===== config.mk =====
export PLATFORM = sky130hd
export DESIGN_NAME = adpcmb_top
export DESIGN_NICKNAME = d
export VERILOG_FILES = /design/src/design/adpcmb_pkg.sv /design/src/design/adpcmb_wb_buffer.sv /design/src/design/adpcmb_decoder.sv /design/src/design/adpcmb_divider.sv /design/src/design/adpcmb_interpol.sv /design/src/design/adpcmb_top.sv
export SDC_FILE = /design/constraint.sdc
export NUM_CORES = 1
export LEC_CHECK = 0
export ABC_CLOCK_PERIOD_IN_PS = 10400
export BUFFER_PORTS_ARGS = -buffer_cell sky130_fd_sc_hd__buf_2
export CAP_MARGIN = 10
export CORE_MARGIN = 2
export CORE_UTILIZATION = 50
export DETAILED_ROUTE_END_ITERATION = 8
export PLACE_DENSITY = 0.66
export SLEW_MARGIN = 15
export SYNTH_ARGS = -nofsm -noshare
export SYNTH_HDL_FRONTEND = slang
export SYNTH_HIERARCHICAL = 1
export SYNTH_SLANG_ARGS = --single-unit

===== constraint.sdc =====
create_clock -name clk -period 10.4 [get_ports clk]
set_clock_uncertainty 0.05 [all_clocks]
set_input_delay 3.12 -clock clk [delete_from_list [all_inputs] [get_ports clk]]
set_output_delay 3.12 -clock clk [all_outputs]
set_load 0.01 [all_outputs]

===== src/design/adpcmb_pkg.sv =====
// ~~~~~~~~~~~~~~~~~~~~~~~~~~~~~~~~~~~~~~~~~~~~~~~~~~
// shared constants, bus types and step table of the ADPCM-B core
// ~~~~~~~~~~~~~~~~~~~~~~~~~~~~~~~~~~~~~~~~~~~~~~~~~~
package adpcmb_pkg;

    localparam int          FIFO_DEPTH  = 16;        // code bytes
    localparam logic [1:0]  ADDR_CODES  = 2'd0;
    localparam logic [1:0]  ADDR_DELTA  = 2'd1;
    localparam logic [1:0]  ADDR_STATUS = 2'd2;
    localparam logic [15:0] STEP_MIN    = 16'd127;
    localparam logic [15:0] STEP_MAX    = 16'd24576;
    localparam logic [15:0] STEP_INIT   = 16'd127;
    localparam int          DIV_CYCLES  = 17;        // start to quotient valid

    typedef struct packed {
        logic        cyc;
        logic        stb;
        logic        we;
        logic [1:0]  adr;
        logic [15:0] dat;
    } wb_req_t;

    typedef struct packed {
        logic        ack;
        logic [15:0] dat;
    } wb_rsp_t;

    typedef struct packed {
        logic [7:0] pad;                             // ignored on code writes
        logic [3:0] hi;                              // played first
        logic [3:0] lo;
    } code_pair_t;

    // write data seen as codes at ADDR_CODES, as rate word at ADDR_DELTA
    typedef union packed {
        code_pair_t  codes;
        logic [15:0] delta_n;
    } wb_wdata_u;

    typedef struct packed {
        logic               valid;                   // one clock per new sample
        logic signed [15:0] value;
    } pcm_sample_t;

    // step multipliers in 64ths, indexed by nibble magnitude
    localparam logic [7:0] step_mult [8] = '{8'd57, 8'd57, 8'd57, 8'd57,
                                             8'd77, 8'd102, 8'd128, 8'd153};

endpackage


===== src/design/adpcmb_wb_buffer.sv =====
// ~~~~~~~~~~~~~~~~~~~~~~~~~~~~~~~~~~~~~~~~~~~~~~~~~~
// wishbone slave holding the code byte FIFO, delta-N and status
// ~~~~~~~~~~~~~~~~~~~~~~~~~~~~~~~~~~~~~~~~~~~~~~~~~~
module adpcmb_wb_buffer (
    input  logic                clk,
    input  logic                reset,
    input  adpcmb_pkg::wb_req_t req,
    output adpcmb_pkg::wb_rsp_t rsp,
    input  logic                pop,
    input  logic                underrun_set,
    output logic [7:0]          head,
    output logic                empty,
    output logic [15:0]         delta_n
);
    import adpcmb_pkg::*;

    logic [7:0]                    mem [FIFO_DEPTH];
    logic [$clog2(FIFO_DEPTH)-1:0] wr_ptr;
    logic [$clog2(FIFO_DEPTH)-1:0] rd_ptr;
    logic [$clog2(FIFO_DEPTH):0]   count;           // 0..16
    logic                          full;
    logic                          underrun;        // sticky until status read
    logic                          ack;
    logic [15:0]                   rdata;
    logic                          request;
    logic                          code_wr;
    logic                          accept;
    logic                          push;
    logic                          status_rd;
    wb_wdata_u                     wdata;

    assign wdata     = req.dat;
    assign full      = (count == FIFO_DEPTH);
    assign empty     = (count == '0);
    assign head      = mem[rd_ptr];
    assign request   = req.cyc & req.stb & ~ack;     // ~ack keeps ack to one clock
    assign code_wr   = req.we && (req.adr == ADDR_CODES);
    assign accept    = request & ~(code_wr & full); // back-pressure while full
    assign push      = accept & code_wr;
    assign status_rd = accept & ~req.we & (req.adr == ADDR_STATUS);

    always_ff @(posedge clk) begin
        if (reset) begin
            ack      <= 1'b0;
            wr_ptr   <= '0;
            rd_ptr   <= '0;
            count    <= '0;
            delta_n  <= '0;
            underrun <= 1'b0;
        end else begin
            ack <= accept;
            if (push) wr_ptr <= wr_ptr + 1'b1;
            if (pop) rd_ptr <= rd_ptr + 1'b1;
            case ({push, pop})
                2'b10:   count <= count + 1'b1;
                2'b01:   count <= count - 1'b1;
                default: count <= count;             // none, or push and pop together
            endcase
            if (accept && req.we && req.adr == ADDR_DELTA) delta_n <= wdata.delta_n;
            if (underrun_set) underrun <= 1'b1;      // a new underrun beats the clear
            else if (status_rd) underrun <= 1'b0;
        end
    end

    always_ff @(posedge clk) begin
        if (push) mem[wr_ptr] <= {wdata.codes.hi, wdata.codes.lo};
        if (accept && !req.we) begin
            case (req.adr)
                ADDR_CODES:  rdata <= {8'd0, head};
                ADDR_DELTA:  rdata <= delta_n;
                ADDR_STATUS: rdata <= {7'd0, underrun, 3'd0, count};
                default:     rdata <= '0;
            endcase
        end
    end

    assign rsp.ack = ack;
    assign rsp.dat = rdata;

endmodule


===== src/design/adpcmb_decoder.sv =====
// ~~~~~~~~~~~~~~~~~~~~~~~~~~~~~~~~~~~~~~~~~~~~~~~~~~
// phase accumulator and ADPCM-B nibble decode, one sample per carry
// ~~~~~~~~~~~~~~~~~~~~~~~~~~~~~~~~~~~~~~~~~~~~~~~~~~
module adpcmb_decoder (
    input  logic                    clk,
    input  logic                    reset,
    input  logic                    sample_en,
    input  logic [7:0]              head,
    input  logic                    empty,
    input  logic [15:0]             delta_n,
    output logic                    pop,
    output logic                    underrun_set,
    output adpcmb_pkg::pcm_sample_t sample
);
    import adpcmb_pkg::*;

    logic [15:0]        acc;                         // phase accumulator
    logic [16:0]        acc_sum;
    logic               advance;
    logic               nib_sel;                     // 0 high nibble, 1 low nibble
    logic [3:0]         nibble;
    logic signed [15:0] smp;
    logic               smp_valid;
    logic [15:0]        step;
    logic [19:0]        diff_prod;
    logic [16:0]        diff;
    logic signed [17:0] smp_next;
    logic signed [15:0] smp_sat;
    logic [21:0]        step_prod;
    logic [15:0]        step_scaled;
    logic [15:0]        step_next;

    assign acc_sum = {1'b0, acc} + {1'b0, delta_n};
    assign advance = sample_en & acc_sum[16];        // carry out means next sample
    assign nibble  = nib_sel ? head[3:0] : head[7:4];

    always_comb begin
        // difference = (2*mag + 1) * step / 8
        diff_prod = 20'({nibble[2:0], 1'b1}) * 20'(step);
        diff      = diff_prod[19:3];                 // at most 46080
        if (nibble[3]) smp_next = {{2{smp[15]}}, smp} - {1'b0, diff};
        else smp_next = {{2{smp[15]}}, smp} + {1'b0, diff};
        if (smp_next > 18'sd32767) smp_sat = 16'sh7fff;
        else if (smp_next < -18'sd32768) smp_sat = 16'sh8000;
        else smp_sat = smp_next[15:0];
    end

    always_comb begin
        step_prod   = 22'(step) * 22'(step_mult[nibble[2:0]]);
        step_scaled = step_prod[21:6];               // divide by 64
        if (step_scaled < STEP_MIN) step_next = STEP_MIN;
        else if (step_scaled > STEP_MAX) step_next = STEP_MAX;
        else step_next = step_scaled;
    end

    always_ff @(posedge clk) begin
        if (reset) begin
            acc          <= '0;
            nib_sel      <= 1'b0;
            smp          <= '0;
            smp_valid    <= 1'b0;
            step         <= STEP_INIT;
            pop          <= 1'b0;
            underrun_set <= 1'b0;
        end else begin
            smp_valid    <= 1'b0;                    // pulses default low
            pop          <= 1'b0;
            underrun_set <= 1'b0;
            if (sample_en) acc <= acc_sum[15:0];
            if (advance) begin
                if (empty) begin
                    underrun_set <= 1'b1;            // hold sample and step
                end else begin
                    smp       <= smp_sat;
                    step      <= step_next;
                    smp_valid <= 1'b1;
                    nib_sel   <= ~nib_sel;
                    pop       <= nib_sel;            // byte done after low nibble
                end
            end
        end
    end

    assign sample.valid = smp_valid;
    assign sample.value = smp;

endmodule


===== src/design/adpcmb_divider.sv =====
// ~~~~~~~~~~~~~~~~~~~~~~~~~~~~~~~~~~~~~~~~~~~~~~~~~~
// unsigned restoring divider, one quotient bit per clock after start
// ~~~~~~~~~~~~~~~~~~~~~~~~~~~~~~~~~~~~~~~~~~~~~~~~~~
module adpcmb_divider (
    input  logic        clk,
    input  logic        reset,
    input  logic        start,
    input  logic [15:0] dividend,
    input  logic [15:0] divisor,
    output logic [15:0] quotient
);
    import adpcmb_pkg::*;

    logic [$clog2(DIV_CYCLES+1)-1:0] cnt;            // clocks left, 0 when idle
    logic [15:0]                     q_shift;        // dividend in, quotient out
    logic [15:0]                     div_r;
    logic [16:0]                     rem;
    logic [16:0]                     rem_shift;
    logic [16:0]                     trial;

    assign rem_shift = {rem[15:0], q_shift[15]};
    assign trial     = rem_shift - {1'b0, div_r};   // bit 16 set means no fit

    always_ff @(posedge clk) begin
        if (reset) begin
            cnt      <= '0;
            quotient <= '0;
        end else if (start) begin
            cnt <= ($clog2(DIV_CYCLES+1))'(DIV_CYCLES);
        end else if (cnt != '0) begin
            cnt <= cnt - 1'b1;
            if (cnt == 1) quotient <= (div_r == '0) ? 16'd0 : q_shift;
        end
    end

    always_ff @(posedge clk) begin
        if (start) begin
            q_shift <= dividend;
            div_r   <= divisor;
            rem     <= '0;
        end else if (cnt > 1) begin                  // 16 shift-subtract steps
            rem     <= trial[16] ? rem_shift : trial;
            q_shift <= {q_shift[14:0], ~trial[16]};
        end
    end

endmodule


===== src/design/adpcmb_interpol.sv =====
// ~~~~~~~~~~~~~~~~~~~~~~~~~~~~~~~~~~~~~~~~~~~~~~~~~~
// linear ramp between decoded samples, one step per output strobe
// ~~~~~~~~~~~~~~~~~~~~~~~~~~~~~~~~~~~~~~~~~~~~~~~~~~
module adpcmb_interpol (
    input  logic                    clk,
    input  logic                    reset,
    input  logic                    sample_en,
    input  adpcmb_pkg::pcm_sample_t sample,
    output logic signed [15:0]      pcm_out
);

    logic               strobe_d;                    // ramp one clock after strobe
    logic [15:0]        strobe_cnt;                  // strobes since last advance
    logic signed [15:0] pcm_last;                    // newest decoded sample
    logic signed [16:0] dx;
    logic [15:0]        dx_mag;
    logic               step_down;
    logic [15:0]        quotient;
    logic signed [17:0] ramp;
    logic signed [15:0] ramp_sat;

    assign dx     = {sample.value[15], sample.value} - {pcm_last[15], pcm_last};
    assign dx_mag = dx[16] ? (~dx[15:0] + 16'd1) : dx[15:0];

    always_comb begin
        if (step_down) ramp = {{2{pcm_out[15]}}, pcm_out} - {2'b00, quotient};
        else ramp = {{2{pcm_out[15]}}, pcm_out} + {2'b00, quotient};
        if (ramp > 18'sd32767) ramp_sat = 16'sh7fff;
        else if (ramp < -18'sd32768) ramp_sat = 16'sh8000;
        else ramp_sat = ramp[15:0];
    end

    always_ff @(posedge clk) begin
        if (reset) begin
            strobe_d   <= 1'b0;
            strobe_cnt <= '0;
            pcm_last   <= '0;
            pcm_out    <= '0;
            step_down  <= 1'b0;
        end else begin
            strobe_d <= sample_en;
            if (sample.valid) strobe_cnt <= {15'd0, sample_en};
            else if (sample_en && strobe_cnt != 16'hffff) strobe_cnt <= strobe_cnt + 1'b1;
            if (sample.valid) begin
                pcm_last  <= sample.value;
                pcm_out   <= pcm_last;               // restart ramp from older sample
                step_down <= dx[16];
            end else if (strobe_d) begin
                pcm_out <= ramp_sat;
            end
        end
    end

    // |new - old| / strobes, in use from the next strobe on
    adpcmb_divider divider_inst (
        .clk      (clk),
        .reset    (reset),
        .start    (sample.valid),
        .dividend (dx_mag),
        .divisor  (strobe_cnt),
        .quotient (quotient)
    );

endmodule


===== src/design/adpcmb_top.sv =====
// ~~~~~~~~~~~~~~~~~~~~~~~~~~~~~~~~~~~~~~~~~~~~~~~~~~
// ADPCM-B playback core, wishbone codes in and interpolated PCM out
// ~~~~~~~~~~~~~~~~~~~~~~~~~~~~~~~~~~~~~~~~~~~~~~~~~~
module adpcmb_top (
    input  logic                clk,
    input  logic                reset,
    input  logic                sample_en,
    input  adpcmb_pkg::wb_req_t req,
    output adpcmb_pkg::wb_rsp_t rsp,
    output logic signed [15:0]  pcm_out
);
    import adpcmb_pkg::*;

    logic [7:0]  head;
    logic        empty;
    logic [15:0] delta_n;
    logic        pop;
    logic        underrun_set;
    pcm_sample_t sample;

    adpcmb_wb_buffer wb_buffer_inst (
        .clk          (clk),
        .reset        (reset),
        .req          (req),
        .rsp          (rsp),
        .pop          (pop),
        .underrun_set (underrun_set),
        .head         (head),
        .empty        (empty),
        .delta_n      (delta_n)
    );

    adpcmb_decoder decoder_inst (
        .clk          (clk),
        .reset        (reset),
        .sample_en    (sample_en),
        .head         (head),
        .empty        (empty),
        .delta_n      (delta_n),
        .pop          (pop),
        .underrun_set (underrun_set),
        .sample       (sample)
    );

    adpcmb_interpol interpol_inst (
        .clk       (clk),
        .reset     (reset),
        .sample_en (sample_en),
        .sample    (sample),
        .pcm_out   (pcm_out)
    );

endmodule


Word level (Yosys, flattened, before mapping)
Memories as Yosys holds them, arrays and structs flattened. A register that Yosys moved wholly into a read port is not among the register bits.
Cells that the tools add are included.
W data, S select, Z words.
- equal/unequal tests: 7
- reduce and logical (&&, ||, !) cells: 21
- mux-type cells: 32
- $lt $le $gt $ge: 8
- $mul: 2
- add/sub/neg operators: 14
- bitwise gates (word level): 18
- operators with widths (operator ; number):
    $mux W16 ; 13
    $pmux W16 S3 ; 1
    $gt A18 B16 Y1 const B ; 2
    $lt A18 B16 Y1 const B ; 2
    $mux W18 ; 2
    $add A16 B1 Y16 const B ; 2
    $mul A16 B8 Y22 ; 1
    $mul A4 B16 Y20 ; 1
    $add A16 B17 Y18 ; 1
    $add A18 B17 Y18 ; 1
    $sub A16 B17 Y18 ; 1
    $sub A18 B17 Y18 ; 1
    $add A16 B16 Y17 ; 1
    $sub A16 B16 Y17 ; 1
    $sub A17 B16 Y17 ; 1
    $gt A16 B15 Y1 const B ; 1
    $logic_not A16 Y1 ; 1
    $lt A16 B7 Y1 const B ; 1
    $mux W8 ; 2
    $ne A16 B16 Y1 const B ; 1
    $not A16 Y16 ; 1
    $mux W4 ; 3
    $reduce_bool A2 Y1 ; 6
    $mux W5 ; 2
    other kinds (23) ; 53
- RAM bits: 128
- memories kept: 2
- register bits after elaboration: 218
- bits in read-only memories: 64
- output and inout bits: 33
- memory list (memory ; words ; width ; rd ports ; clocked after Yosys merged registers in ; write ports ; RTL line ; RTL):
    wb_buffer_inst.mem ; 16 ; 8 ; 1 ; 1 ; 1 ; adpcmb_wb_buffer.sv:17 ; logic [7:0] mem [FIFO_DEPTH];
    (name not given) ; 8 ; 8 ; 1 ; 0 ; 0 ; adpcmb_decoder.sv:49 ; step_prod = 22'(step) * 22'(step_mult[nibble[2:0]]);

Longest topological paths before layout
- word-level depth: 9
- mapped depth: 38

Hierarchy
The synthesis kept the hierarchy.
- modules (own cells, without submodules) (module ; cells an instance ; area each (sq um) ; times used):
    adpcmb_decoder ; 1122 ; 9305.2 ; 1
    adpcmb_wb_buffer ; 502 ; 7307.0 ; 1
    adpcmb_interpol ; 599 ; 4724.5 ; 1
    adpcmb_divider ; 365 ; 3707.3 ; 1

Worst setup path after synthesis
OpenSTA, ideal clock, no wires.
- path kind: reg-to-reg
- start point: register (tool-made name)
- end point: register decoder_inst.smp[14]
- setup time: 0.145 ns
- clock period less this slack: 8.009 ns
- slack: 2.391 ns
- stages on the path, launching flop included: 37
- arrival: 7.814 ns
- cells stage by stage: dfxtp_1 -> buf_4 -> mux4_2 -> or2_0 -> a22oi_1 -> inv_1 -> mux2i_1 -> inv_2 -> clkbuf_1 -> and2_1 -> fa_1 -> inv_1 -> fa_1 -> inv_1 -> ha_1 -> o21a_1 -> o21a_1 -> a21oi_1 -> a21oi_1 -> and3b_1 -> nand3b_1 -> or2_1 -> o21ai_0 -> xor2_1 -> ha_1 -> a21oi_1 -> o21ai_1 -> or3_1 -> o21ai_1 -> o21ai_1 -> o21a_1 -> a21bo_1 -> a21oi_1 -> xnor3_2 -> a21oi_2 -> buf_6 -> a211oi_2
- RTL lines (what ; RTL line ; RTL):
    end signal, assigned ; adpcmb_decoder.sv:74 ; smp <= smp_sat;
    end, declared ; adpcmb_decoder.sv:22 ; logic signed [15:0] smp;

==> metrics <==
Pleak 11.3 nW; Post-DRT Antenna Nets 0; ant diodes 0; Top FF cell, synth edfxtp_1; die extent in x 228 um; vias in the first global route 19100; share of the synthesized area in the top cell type 0.211; unrepaired setup endpoints after global routing no; Die Ht 228 um; Ys Warns 6; Avg WL per Cell 18.1 um; I/O Pins 57; Core Util, Final 0.548; initial antenna violation count 1; crit path capture type flip-flop; CTS tree yes; grt ovf 0; PwrDens 208 nW/um2; max FFs per register 128; Met1 Wirelength 26.1 mm; synthesized area 25000 um2; Largest stage delay, worst path 0.68 ns; drt total wl 59.7 mm; total track usage 0.229; largest net degree at the start of global routing 95; Initial Utilization 0.503; CP Class flip-flop to flip-flop; detailed-route via count 19000; Slowest cell on crit path dfxtp_1; final setup violation count 0; TNS Setup 0 ns; CP max FO 17; cell depth of the worst flop-to-flop path 35; Post-CTS Hold Buffers 0; ranking of synthesized cells by area edfxtp_1 21%, dfxtp_1 14%, fa_1 9.2%, ha_1 7.7%, nor2_1 3.8%; crit-path most repeated cell a21oi_1; area grow syn2layout 8.85%; Resized Gates After CTS 0; clock slew at reported path FFs 0.07 ns; total power 5.67 mW; syn avg cell area 9.68 um2; CTS H-Tree Depth 2; number of DRC markers in iteration 0 1240; NumNets Final 2889; worst IR drop on VDD 0.000228 V; DRC violations left 0; Core Area 49800 um2; via/cell ratio 5.74; CP Launch Type flip-flop; Period minus WS final 9.62 ns; clock buffer depth 3; Final Wtd Congestion 0.906; met3 wire len 2.48 mm; Biggest register wb_buffer_inst/mem; post-synth cell types 119; worst setup margin 0.784 ns; end of the critical path decoder_inst/smp[10]$_SDFFE_PP0P_; #FFs+latches synth 350; Arr. time, crit path 9.96 ns; top sig layer met4; 1st-pass router iterations 6; Max-Cap Viols 0; top cell type by total area after synthesis edfxtp_1; slew margin rel. 0.279; CTS root buf clkbuf_16; status complete, no violations; Hold WC Path Type flip-flop to flip-flop; dpl ws 0.763 ns; synth cell count leaders 252 x nor2_1, 230 x inv_1, 225 x nand2_1, 176 x edfxtp_1, 174 x dfxtp_1; Seq/Total Area, Yosys 0.350; final hold vios 0; Port Buffer Count 56; Std-Cell Rows 82; share of post-route cells with drive strength above 1 0.0978; cell with the most instances after synthesis nor2_1; Routed met2 length 29.5 mm; cts bufs inserted 40; first-pass GRT wire length 97.9 mm; cell count after synthesis 2588; Worst Path Required 10.74 ns; FF-to-FF setup slack 0.78 ns; worst skew pair latency 0.58 ns; die area 51900 um2; Post-CTS Setup Inserts 0; number of synthesized flops with an enable pin 176; Slew Limit Fails 0; CTS sink cnt 350; Tcrit/Tclk final 0.925; fmax 0.104 GHz; share of async-settable or async-resettable flops after synthesis 0; syn nets 2882; detailed placement HPWL 45.0 mm; Worst R2R End decoder_inst/smp[10]$_SDFFE_PP0P_; worst-margin pin slew 1.08 ns
## cell families (layout without fill, tap and decap cells)
logic type / Yosys count / count (layout) / share of synthesized area
AO/OA/AOI/OAI: 544 / 544 / 0.157
XOR/XNOR: 158 / 158 / 0.0583
adder cells (fa/ha/maj): 270 / 270 / 0.169
buffers and inverters: 340 / 379 / 0.0558
flip-flops: 350 / 350 / 0.350
multiplexers: 113 / 113 / 0.0521
AND/OR/NAND/NOR: 813 / 813 / 0.158
## area by class of cell
| cell class | instances | area, um2 |
|---|---|---|
| repair buffers | 71 | 395 |
| flip-flops and latches | 350 | 8780 |
| well taps | 672 | 841 |
| clock buffers | 56 | 1160 |
| fillers | 4438 | 22500 |
| inverters | 234 | 878 |
| clock inverters | 18 | 295 |
| multi-input cells | 1898 | 14900 |
## worst min-delay path by stage
stage	from	to	depth (start not counted)
finish	decoder_inst/underrun_set$_SDFF_PP0_	wb_buffer_inst/underrun$_SDFFE_PP0P_	2
detailed placement	decoder_inst/underrun_set$_SDFF_PP0_	wb_buffer_inst/underrun$_SDFFE_PP0P_	2
floorplan	decoder_inst/underrun_set$_SDFF_PP0_	wb_buffer_inst/underrun$_SDFFE_PP0P_	2
global route	interpol_inst/strobe_cnt[11]$_SDFFE_PP0P_	interpol_inst/divider_inst/div_r[11]$_DFFE_PP_	0
global placement	decoder_inst/underrun_set$_SDFF_PP0_	wb_buffer_inst/underrun$_SDFFE_PP0P_	2
CTS	decoder_inst/underrun_set$_SDFF_PP0_	wb_buffer_inst/underrun$_SDFFE_PP0P_	2
## power breakdown
part / switching [mW] / internal [mW] / total (mW)
combinational: 1.45 / 0.998 / 2.45
clock: 0.600 / 0.924 / 1.52
sequential: 0.108 / 1.60 / 1.70
total: 2.16 / 3.52 / 5.67
## through the flow
step	hold WS, ns	area (um2)	cells
after global routing	0.443	27300	3299
final	0.398	27300	3299
after global placement	0.387	25800	3225
after detailed placement	0.386	25800	3225
after floorplan	0.363	25000	2588
after CTS	0.406	27200	3299
## critical path: cells and delay by family (launching register included)
family	cells	cell delay (ns)
AOI/OAI and AO/OA	16	3.63
xor gates and xnor gates	2	0.61
adders and majority gates	4	1.67
buffers and inverters	6	0.99
DFF	1	0.68
muxes	1	0.14
and+or+nand+nor	6	1.63
## cells in the final DEF (no fill, tap or decap), types with 37 or more instances in the layout
cell         n
a21oi_1    129
and2_1      54
buf_2       55
clkbuf_16   42
dfxtp_1    171
edfxtp_1   176
fa_1       115
ha_1       155
inv_1      230
mux2i_1     81
nand2_1    225
nand3_1     37
nor2_1     250
nor3_1      45
o21ai_0     59
xnor2_1     91
xor2_1      61
## layer usage
layer | vias up | track usage
li1 | 9158 | -
met1 | 9236 | 0.300
met2 | 451 | 0.396
met3 | 105 | 0.0255
met4 | 0 | 0.0726
met5 | - | 0
Note: power is estimated with default switching activity, not from simulation.
